==> config.mk <==
export PLATFORM = sky130hd
export DESIGN_NAME = mem_stream_top
export DESIGN_NICKNAME = d
export VERILOG_FILES = /design/src/design/mem_stream_pkg.sv /design/src/design/sram_bank.sv /design/src/design/mem_arbiter.sv /design/src/design/stream_cmd_engine.sv /design/src/design/mem_stream_top.sv
export SDC_FILE = /design/constraint.sdc
export NUM_CORES = 2
export LEC_CHECK = 0
export BUFFER_PORTS_ARGS = -buffer_cell sky130_fd_sc_hd__buf_4
export CAP_MARGIN = 5
export CORE_ASPECT_RATIO = 1.75
export CORE_MARGIN = 3
export CORE_UTILIZATION = 63
export DETAILED_ROUTE_END_ITERATION = 7
export PLACE_DENSITY = 0.83
export RECOVER_POWER = 25
export SLEW_MARGIN = 30
export SYNTH_ARGS = -nofsm -noshare
export SYNTH_HDL_FRONTEND = slang
export SYNTH_SLANG_ARGS = --single-unit
==> constraint.sdc <==
create_clock -name bus_clock_i -period 7.45 [get_ports bus_clock_i]
set_clock_uncertainty 0.2 [all_clocks]
set_input_delay 1.1175 -clock bus_clock_i [delete_from_list [all_inputs] [get_ports bus_clock_i]]
set_output_delay 1.1175 -clock bus_clock_i [all_outputs]
set_load 0.1 [all_outputs]
==> src/design/mem_stream_pkg.sv <==
package mem_stream_pkg;

  // Buffer geometry, one byte per location
  localparam int MEM_DEPTH = 512;
  localparam int ADDR_W = 9;  // log2 of MEM_DEPTH

  // Data widths that carry a meaning
  typedef logic [7:0] byte_t;
  typedef logic [ADDR_W-1:0] addr_t;
  typedef logic [7:0] len_t;  // Byte count minus one

  // First byte of every OUT packet
  localparam byte_t CMD_WRITE = 8'h01;
  localparam byte_t CMD_READ = 8'h02;

  // One stream beat, always a whole byte, so no tkeep
  typedef struct packed {
    logic  tlast;
    byte_t tdata;
  } stream_beat_t;

  // One memory access as seen by the arbiter and the bank
  typedef struct packed {
    logic  we;     // Write when set, read otherwise
    addr_t addr;
    byte_t wdata;
  } mem_req_t;

endpackage

==> src/design/sram_bank.sv <==
module sram_bank (
  input  logic                     bus_clock_i,
  input  logic                     en_i,
  input  mem_stream_pkg::mem_req_t cmd_i,
  output mem_stream_pkg::byte_t    rdata_o
);
  import mem_stream_pkg::*;

  byte_t mem_q [MEM_DEPTH];

  // Block RAM style port, read-before-write on the same address
  always_ff @(posedge bus_clock_i) begin
    if (en_i) begin
      if (cmd_i.we) begin
        mem_q[cmd_i.addr] <= cmd_i.wdata;
      end
      rdata_o <= mem_q[cmd_i.addr];  // Valid the cycle after en_i
    end
  end

endmodule

==> src/design/mem_arbiter.sv <==
module mem_arbiter (
  input  logic                           bus_clock_i,
  input  logic                           arst_n_i,
  input  logic [1:0]                     req_i,
  input  mem_stream_pkg::mem_req_t [1:0] cmd_i,
  output logic [1:0]                     ack_o,
  output mem_stream_pkg::byte_t          rdata_o,
  output logic                           bank_en_o,
  output mem_stream_pkg::mem_req_t       bank_cmd_o,
  input  mem_stream_pkg::byte_t          bank_rdata_i
);
  import mem_stream_pkg::*;

  typedef enum logic [1:0] {
    A_IDLE,
    A_ACCESS,
    A_ACK,
    A_RELEASE
  } arb_state_t;

  arb_state_t state_q;
  logic       grant_q;  // Engine being served
  logic       last_q;   // Engine served most recently
  logic       pick;
  byte_t      rdata_q;

  // On contention the engine not served last wins
  always_comb begin
    if (req_i[0] && req_i[1]) begin
      pick = ~last_q;
    end else begin
      pick = req_i[1];
    end
  end

  always_ff @(posedge bus_clock_i or negedge arst_n_i) begin
    if (!arst_n_i) begin
      state_q <= A_IDLE;
      grant_q <= 1'b0;
      last_q  <= 1'b1;  // Engine 0 goes first
      ack_o   <= '0;
    end else begin
      case (state_q)
        A_IDLE: begin
          if (|req_i) begin
            grant_q <= pick;
            last_q  <= pick;
            state_q <= A_ACCESS;
          end
        end
        A_ACCESS: state_q <= A_ACK;  // Bank enabled for this one cycle
        A_ACK: begin
          if (ack_o == '0) begin
            ack_o[grant_q] <= 1'b1;
          end else if (!req_i[grant_q]) begin
            ack_o   <= '0;
            state_q <= A_RELEASE;
          end
        end
        A_RELEASE: state_q <= A_IDLE;
        default:   state_q <= A_IDLE;
      endcase
    end
  end

  // Bank output is latched as the ack rises and held through the handshake
  always_ff @(posedge bus_clock_i) begin
    if (state_q == A_ACK && ack_o == '0) begin
      rdata_q <= bank_rdata_i;
    end
  end

  assign bank_en_o  = (state_q == A_ACCESS);
  assign bank_cmd_o = cmd_i[grant_q];
  assign rdata_o    = rdata_q;

  a_ack_onehot : assert property (@(posedge bus_clock_i) disable iff (!arst_n_i)
    $onehot0(ack_o))
    else $error("mem_arbiter: more than one engine acknowledged");

  // The ack may outlive its request by the single cycle the drop takes to be seen
  for (genvar gi = 0; gi < 2; gi++) begin : g_ack_chk
    a_ack_follows_req : assert property (@(posedge bus_clock_i) disable iff (!arst_n_i)
      ack_o[gi] |-> (req_i[gi] || $past(req_i[gi])))
      else $error("mem_arbiter: ack %0d without request", gi);
  end

endmodule

==> src/design/stream_cmd_engine.sv <==
module stream_cmd_engine (
  input  logic                         bus_clock_i,
  input  logic                         arst_n_i,
  input  logic                         out_valid_i,
  input  mem_stream_pkg::stream_beat_t out_beat_i,
  output logic                         out_ready_o,
  output logic                         in_valid_o,
  output mem_stream_pkg::stream_beat_t in_beat_o,
  input  logic                         in_ready_i,
  output logic                         mem_req_o,
  output mem_stream_pkg::mem_req_t     mem_cmd_o,
  input  logic                         mem_ack_i,
  input  mem_stream_pkg::byte_t        mem_rdata_i
);
  import mem_stream_pkg::*;

  typedef enum logic [3:0] {
    S_CMD,
    S_ADDR_HI,
    S_ADDR_LO,
    S_LEN,
    S_WDATA,
    S_MEM_REQ,
    S_MEM_DROP,
    S_SEND,
    S_DISCARD
  } eng_state_t;

  eng_state_t state_q;
  eng_state_t state_d;
  logic       is_wr_q;   // Current packet is a write
  logic       last_q;    // Write byte in flight carried tlast
  addr_t      addr_q;    // Running buffer address
  addr_t      addr_next;
  len_t       len_q;     // Read bytes left minus one
  byte_t      wdata_q;
  byte_t      rdata_q;
  logic       take;      // OUT beat accepted this cycle
  logic       send_done; // IN beat accepted this cycle

  assign take      = out_valid_i && out_ready_o;
  assign send_done = in_valid_o && in_ready_i;
  assign addr_next = (addr_q == addr_t'(MEM_DEPTH - 1)) ? '0 : addr_q + 1'b1;

  always_comb begin
    state_d = state_q;
    case (state_q)
      S_CMD: begin
        if (take) begin
          if (out_beat_i.tlast) begin
            state_d = S_CMD;  // One-byte packet, nothing to do
          end else if (out_beat_i.tdata == CMD_WRITE || out_beat_i.tdata == CMD_READ) begin
            state_d = S_ADDR_HI;
          end else begin
            state_d = S_DISCARD;
          end
        end
      end
      S_ADDR_HI: begin
        if (take) begin
          state_d = out_beat_i.tlast ? S_CMD : S_ADDR_LO;
        end
      end
      S_ADDR_LO: begin
        if (take) begin
          if (out_beat_i.tlast) begin
            state_d = S_CMD;
          end else begin
            state_d = is_wr_q ? S_WDATA : S_LEN;
          end
        end
      end
      // A read must end exactly on its length byte
      S_LEN: begin
        if (take) begin
          state_d = out_beat_i.tlast ? S_MEM_REQ : S_DISCARD;
        end
      end
      S_WDATA: begin
        if (take) begin
          state_d = S_MEM_REQ;
        end
      end
      S_MEM_REQ: begin
        if (mem_ack_i) begin
          state_d = S_MEM_DROP;
        end
      end
      S_MEM_DROP: begin
        if (!mem_ack_i) begin
          if (!is_wr_q) begin
            state_d = S_SEND;
          end else begin
            state_d = last_q ? S_CMD : S_WDATA;
          end
        end
      end
      S_SEND: begin
        if (send_done) begin
          state_d = (len_q == '0) ? S_CMD : S_MEM_REQ;
        end
      end
      S_DISCARD: begin
        if (take && out_beat_i.tlast) begin
          state_d = S_CMD;
        end
      end
      default: state_d = S_CMD;
    endcase
  end

  // Handshake outputs are registered from the next state
  always_ff @(posedge bus_clock_i or negedge arst_n_i) begin
    if (!arst_n_i) begin
      state_q     <= S_CMD;
      out_ready_o <= 1'b0;
      in_valid_o  <= 1'b0;
      mem_req_o   <= 1'b0;
      is_wr_q     <= 1'b0;
      last_q      <= 1'b0;
      addr_q      <= '0;
      len_q       <= '0;
    end else begin
      state_q     <= state_d;
      out_ready_o <= state_d inside {S_CMD, S_ADDR_HI, S_ADDR_LO, S_LEN, S_WDATA, S_DISCARD};
      in_valid_o  <= (state_d == S_SEND);
      mem_req_o   <= (state_d == S_MEM_REQ);
      if (take) begin
        case (state_q)
          S_CMD:     is_wr_q <= (out_beat_i.tdata == CMD_WRITE);
          S_ADDR_HI: addr_q <= addr_t'({out_beat_i.tdata, 8'h00});  // Upper bits dropped
          S_ADDR_LO: addr_q[7:0] <= out_beat_i.tdata;
          S_LEN:     len_q <= len_t'(out_beat_i.tdata);
          S_WDATA:   last_q <= out_beat_i.tlast;
          default:   ;
        endcase
      end
      if (state_q == S_MEM_DROP && !mem_ack_i && is_wr_q) begin
        addr_q <= addr_next;  // Next payload byte
      end
      if (send_done && len_q != '0) begin
        len_q  <= len_q - 1'b1;
        addr_q <= addr_next;
      end
    end
  end

  always_ff @(posedge bus_clock_i) begin
    if (take && state_q == S_WDATA) begin
      wdata_q <= out_beat_i.tdata;
    end
    if (state_q == S_MEM_REQ && mem_ack_i) begin
      rdata_q <= mem_rdata_i;
    end
  end

  assign mem_cmd_o = '{we: is_wr_q, addr: addr_q, wdata: wdata_q};
  assign in_beat_o = '{tlast: (len_q == '0), tdata: rdata_q};

  a_in_hold : assert property (@(posedge bus_clock_i) disable iff (!arst_n_i)
    in_valid_o && !in_ready_i |=> in_valid_o && $stable(in_beat_o))
    else $error("stream_cmd_engine: IN beat changed under back-pressure");

  a_cmd_hold : assert property (@(posedge bus_clock_i) disable iff (!arst_n_i)
    mem_req_o |=> !mem_req_o || $stable(mem_cmd_o))
    else $error("stream_cmd_engine: memory command changed during request");

endmodule

==> src/design/mem_stream_top.sv <==
module mem_stream_top (
  input  logic                               bus_clock_i,
  input  logic                               arst_n_i,
  input  logic [1:0]                         out_valid_i,
  input  mem_stream_pkg::stream_beat_t [1:0] out_beat_i,
  output logic [1:0]                         out_ready_o,
  output logic [1:0]                         in_valid_o,
  output mem_stream_pkg::stream_beat_t [1:0] in_beat_o,
  input  logic [1:0]                         in_ready_i
);
  import mem_stream_pkg::*;

  logic [1:0]     mem_req;
  mem_req_t [1:0] mem_cmd;
  logic [1:0]     mem_ack;
  byte_t          mem_rdata;  // Shared, only the acked engine samples it
  logic           bank_en;
  mem_req_t       bank_cmd;
  byte_t          bank_rdata;

  stream_cmd_engine u_engine0 (
    .bus_clock_i(bus_clock_i),
    .arst_n_i   (arst_n_i),
    .out_valid_i(out_valid_i[0]),
    .out_beat_i (out_beat_i[0]),
    .out_ready_o(out_ready_o[0]),
    .in_valid_o (in_valid_o[0]),
    .in_beat_o  (in_beat_o[0]),
    .in_ready_i (in_ready_i[0]),
    .mem_req_o  (mem_req[0]),
    .mem_cmd_o  (mem_cmd[0]),
    .mem_ack_i  (mem_ack[0]),
    .mem_rdata_i(mem_rdata)
  );

  stream_cmd_engine u_engine1 (
    .bus_clock_i(bus_clock_i),
    .arst_n_i   (arst_n_i),
    .out_valid_i(out_valid_i[1]),
    .out_beat_i (out_beat_i[1]),
    .out_ready_o(out_ready_o[1]),
    .in_valid_o (in_valid_o[1]),
    .in_beat_o  (in_beat_o[1]),
    .in_ready_i (in_ready_i[1]),
    .mem_req_o  (mem_req[1]),
    .mem_cmd_o  (mem_cmd[1]),
    .mem_ack_i  (mem_ack[1]),
    .mem_rdata_i(mem_rdata)
  );

  mem_arbiter u_arbiter (
    .bus_clock_i (bus_clock_i),
    .arst_n_i    (arst_n_i),
    .req_i       (mem_req),
    .cmd_i       (mem_cmd),
    .ack_o       (mem_ack),
    .rdata_o     (mem_rdata),
    .bank_en_o   (bank_en),
    .bank_cmd_o  (bank_cmd),
    .bank_rdata_i(bank_rdata)
  );

  sram_bank u_bank (
    .bus_clock_i(bus_clock_i),
    .en_i       (bank_en),
    .cmd_i      (bank_cmd),
    .rdata_o    (bank_rdata)
  );

endmodule

---- Word-level counts from Yosys, hierarchy flattened ----
Memory sizes are Yosys's and may differ from the RTL's. A register that Yosys moved wholly into a read port is not among the register bits.
Index checks and enable logic that the tools add are counted.
Widths: inputs -> output; s select.
operators by class
  add/sub/neg operators ................... 4
  $lt $le $gt $ge ......................... 2
  eq/ne operators ......................... 43
  mux-type cells .......................... 72
  bitwise operators ....................... 2
  reduce and logical (&&, ||, !) cells .... 59
operators by type and width
  operator             number
  $mux 4               28
  $mux 9               8
  $pmux 4 s9           2
  $eq 4x3->1 const B   14
  $mux 8               6
  $mux 18              2
  $eq 4x2->1 const B   8
  $pmux 8 s2           2
  $reduce_and 2->1     12
  $logic_and 1x1->1    19
  $add 9x1->9 const B  2
  $eq 9x9->1 const B   2
  $mux 3               6
  $eq 4x1->1 const B   4
  $eq 4x4->1 const B   4
  $eq 8x1->1 const B   2
  $eq 8x2->1 const B   2
  $logic_not 4->1      4
  $logic_not 8->1      2
  $reduce_bool 8->1    2
  $sub 8x1->8 const B  2
  $mux 2               7
  $reduce_bool 3->1    4
  $reduce_bool 6->1    2
  18 further kinds     36
word-level totals
  register bits after elaboration ......... 98
  bits in writable memories ............... 4,096
  input bits .............................. 24
  output and inout bits ................... 22
  memories kept ........................... 1
memories
  name          depth  width  read ports  clocked after Yosys merged registers in  write ports  line            source
  u_bank.mem_q  512    8      1           1                                        1            sram_bank.sv:9  byte_t mem_q [MEM_DEPTH];

---- Depth between registers and ports, before layout ----
  word-level depth ........................ 8
  depth in mapped cells ................... 13
  depth with buffers taken out ............ 10

---- Hierarchy ----
Synthesis repeated with hierarchy kept, for this count alone.
second synthesis, totals
  cells, all modules ...................... 8,086
  area total of the unflattened synthesis .. 164,307.6 um^2
modules (own cells, without submodules)
  module             times used  cells each  area each (um^2)
  sram_bank          1           7,562       158,933.7
  stream_cmd_engine  2           232         2,278.4
  mem_arbiter        1           60          817.0

---- Least setup slack after synthesis ----
Ideal clock, no wire load.
  path type ............................... register -> register
  start point ............................. register u_arbiter.grant_q
  end point ............................... memory u_bank.mem_q[0][1] (netlist bit), data pin
  arrival time ............................ 4,796 ps
  required time ........................... 6,339 ps
  slack ................................... 1,543 ps
  stages on the path, launching flop included .. 6
  path through ............................ dfrtp_1 > buf_4 > buf_6 > clkbuf_1 > buf_1 > mux2_2
RTL lines
  what                      line               source
  start: declaration        mem_arbiter.sv:22  logic grant_q;
  start signal: assignment  mem_arbiter.sv:46  grant_q <= pick;
  end: declaration          sram_bank.sv:9

==> results.sh <==
export IMPL_post_route_period_util_pct=88.8
export IMPL_hold_path_startpoint="u_arbiter.rdata_o[4]"
export IMPL_r2r_end="u_bank.mem_q[205][1]"
export IMPL_tightest_slew_ns=5.22
export IMPL_finalPower_mw=60.6
export IMPL_ff2ff_path_depth=2
export IMPL_syn_avg_cell_area_sq_um=16.8
export IMPL_clock_sinks=4202
export IMPL_num_fill_cells=14900
export IMPL_drv_slew=1551
export IMPL_worstPathRequired_ns=7.39
export IMPL_layout_setup_ws_ns=0.835
export IMPL_cts_buffers=334
export IMPL_synth_cell_types=67
export IMPL_viasPerCell=6.94
export IMPL_slowest_stage="clkbuf_1"
export IMPL_placedCellCount=12700
export IMPL_cts_root_buf="clkbuf_16"
export IMPL_rows=246
export IMPL_p_per_area_nw_per_um2=340
export IMPL_syn_nets=9776
export IMPL_antenna_found_initial=15
export IMPL_multi_input_area_sq_um=34900
export IMPL_final_setup_tns_ns=0
export IMPL_io_pins=46
export IMPL_hold_ws_ns=0.258
export IMPL_place_ws_ns=1.23
export IMPL_fin_crit_ns=6.62
export IMPL_seqCellArea_sq_um=126000
export IMPL_drt_initial_drc_count=12700
export IMPL_synth_main_ff_cell="edfxtp_1"
export IMPL_drtAntennaViolNets=0
export IMPL_hold_depth=0
export IMPL_setup_violations=0
export IMPL_peakVddDrop_mv=0.420
export IMPL_clk_path_buf_depth=4
export IMPL_hold_viol=0
export IMPL_layout_cells_non_filler=13400
export IMPL_r2r_start="u_arbiter.grant_q"
export IMPL_slew_headroom_pct=-248
export IMPL_overflow=0
export IMPL_critPathLaunchType="flop"
export IMPL_htree_levels=5
export IMPL_violations="design-rule violations, max-capacitance violations, max-slew violations"
export IMPL_firstDrtPassIters=8
export IMPL_post_cts_buffers=0
export IMPL_drv_cap=20
export IMPL_die_x_microns=391
export IMPL_drive_gt1_share_pct=7.75
export IMPL_cts_reportedPaths_clkPinSlew_ns=0.07
export IMPL_yosys_register_bits=4202
export IMPL_synthCells=9742
export IMPL_dp_hpwl_mm=248
export IMPL_cp_max_fo=75
export IMPL_ctsResizeCount=0
export IMPL_worstSetupPathType="reg2reg"
export IMPL_min_path_type="reg2reg"
export IMPL_io_buffers=45
export IMPL_stdcell_area_sq_um=179000
export IMPL_layout_commonest_cell="edfxtp_1"
export IMPL_cts_tree="built"
export IMPL_gp_congestion=0.926
export IMPL_layout_common_cells="edfxtp_1 (4,144), mux2i_1 (1,808), o22ai_1 (984)"
export IMPL_placed_area_sq_um=168000
export IMPL_outcome="finished with violations"
export IMPL_via_count=92600
export IMPL_holdBufCountCts=0
export IMPL_worst_endpoint_arrival_ns=6.56
export IMPL_clock_fmax_ghz=0.151
export IMPL_core_area_sq_um=257000
export IMPL_nNetsFinal=9748
export IMPL_crit_chain="mux2_1, clkbuf_1"
export IMPL_die_y_microns=680
export IMPL_rsz0062_at_grt="false"
export IMPL_netlist_area_sq_um=164000
export IMPL_drt_total_wl_mm=425
export IMPL_r2r_slack_ns=0.83
export IMPL_grt_first_pass_wirelength_mm=616
export IMPL_drcViolationCount=1
export IMPL_start_util_pct=63.6
export IMPL_synth_edff_count=4144
export IMPL_clk_latency_ns=0.89
export IMPL_yosysSeqAreaShare_pct=77.0
export IMPL_ys_warn_count=0
export IMPL_p_leak_nw=52.9
export IMPL_synthArstFlopShare_pct=1.38
export IMPL_crit_path_end_kind="flop"
export IMPL_first_global_vias=93200
export IMPL_min_to="u_engine1.rdata_q[4]"
export IMPL_slowest_delay_ns=2.63
export IMPL_wire_per_inst_microns=31.8
export IMPL_syn_to_final_growth_pct=9.14
export IMPL_grt_max_degree=209
export IMPL_track_usage_pct=31.7
export IMPL_die_area_sq_um=266000
export IMPL_finalCoreUtilization_pct=69.4
==> Yosys cell counts (4+ instances only) <==
| library cell | instances | area [sq um] |
|---|---|---|
| o2111a_1 | 7 | 78.8 |
| nor2_1 | 591 | 2220 |
| a32oi_1 | 4 | 35.0 |
| edfxtp_1 | 4144 | 124000 |
| mux2i_1 | 1810 | 18100 |
| ha_1 | 10 | 125 |
| inv_1 | 18 | 67.6 |
| nand2b_1 | 7 | 43.8 |
| buf_1 | 56 | 210 |
| mux2_2 | 16 | 180 |
| o21ai_2 | 4 | 35.0 |
| dfrtp_1 | 57 | 1430 |
| buf_2 | 228 | 1140 |
| clkbuf_1 | 223 | 837 |
| nor2b_1 | 8 | 50.1 |
| o21ai_0 | 84 | 420 |
| and3_1 | 10 | 62.6 |
| and3b_1 | 4 | 35.0 |
| o22ai_1 | 984 | 6160 |
| buf_4 | 79 | 593 |
| a31oi_1 | 7 | 43.8 |
| buf_6 | 30 | 338 |
| nor4_1 | 227 | 1420 |
| o41ai_1 | 74 | 648 |
| or2_2 | 6 | 37.5 |
| a21oi_1 | 305 | 1530 |
| nor3b_1 | 10 | 75.1 |
| or4_1 | 4 | 30.0 |
| nor3_1 | 16 | 80.1 |
| a22oi_1 | 11 | 82.6 |
| a41oi_1 | 4 | 35.0 |
| o21ai_1 | 7 | 35.0 |
| nand2_1 | 610 | 2290 |
| nand4_1 | 23 | 144 |
| nand3_1 | 17 | 85.1 |
==> flip-flops by register name, indices dropped and copies added (netlist names), 8 cells and up <==
register           cells
u_bank.mem_q        4096
u_engine0.addr_q       9
u_engine1.addr_q       9
u_arbiter.rdata_o      8
u_bank.rdata_o         8
u_engine0.len_q        8
u_engine0.rdata_q      8
u_engine0.wdata_q      8
u_engine1.len_q        8
u_engine1.rdata_q      8
u_engine1.wdata_q      8
==> critical path, delay by kind of cell, from the launching register on <==
family                 cells  cell delay [ns]
multiplexers               1             2.10
flip-flops                 1             0.81
buffers and inverters      1             2.63
==> cells by family (layout without fill, tap and decap cells) <==
kind of cell | count (synthesis) | after routing | synth area share, %
compound gates | 1523 | 1523 | 5.73
fa+ha+maj | 10 | 10 | 0.0765
flops | 4202 | 4202 | 77.0
simple gates | 1541 | 1541 | 4.07
xor+xnor | 5 | 5 | 0.0268
other cells | 0 | 19 | 0
buf+inv | 634 | 876 | 1.95
mux | 1827 | 1827 | 11.2
==> layer usage <==
layer  vias to the layer above  global-route usage [%]  wire [microns]
met1                     45900                    36.4          133000
met4                         8                    25.5           40100
met2                      6638                    51.9          208000
met3                      1586                    6.25           43400
met5                         -                       0              56
li1                      38400                       -               -
==> area by class of cell <==
cell class                      instances  share of cell area [%]
Antenna cell                           19                  0.0266
Clock buffer                          414                    5.01
Clock inverter                        192                    1.08
Inverter                               18                  0.0378
Multi-Input combinational cell       4906                    19.6
Sequential cell                      4202                    70.5
Tap cell                             3348                    2.35
Timing Repair Buffer                  252                    1.42
==> how the worst max path moves through the flow <==
| stage | from | to | slack, ns | depth (start not counted) |
|---|---|---|---|---|
| final | u_arbiter.grant_q | u_bank.mem_q[205][1] | 0.83 | 2 |
| after global routing | u_arbiter.grant_q | u_bank.mem_q[205][1] | 0.61 | 2 |
| after CTS | u_arbiter.grant_q | u_bank.rdata_o[4] | 1.25 | 10 |
| after detailed placement | u_arbiter.grant_q | u_bank.rdata_o[4] | 1.23 | 10 |
| after global placement | u_arbiter.grant_q | u_bank.rdata_o[0] | 0.59 | 10 |
| after floorplan | u_arbiter.grant_q | u_bank.mem_q[0][1] | 1.54 | 5 |
==> where the power goes <==
part | switching (mW) | internal, mW
Clock | 8.11 | 9.80
Combinational | 10.4 | 4.36
Sequential | 0.340 | 27.6
Total | 18.9 | 41.8
Power figures use the tool's default switching activity.
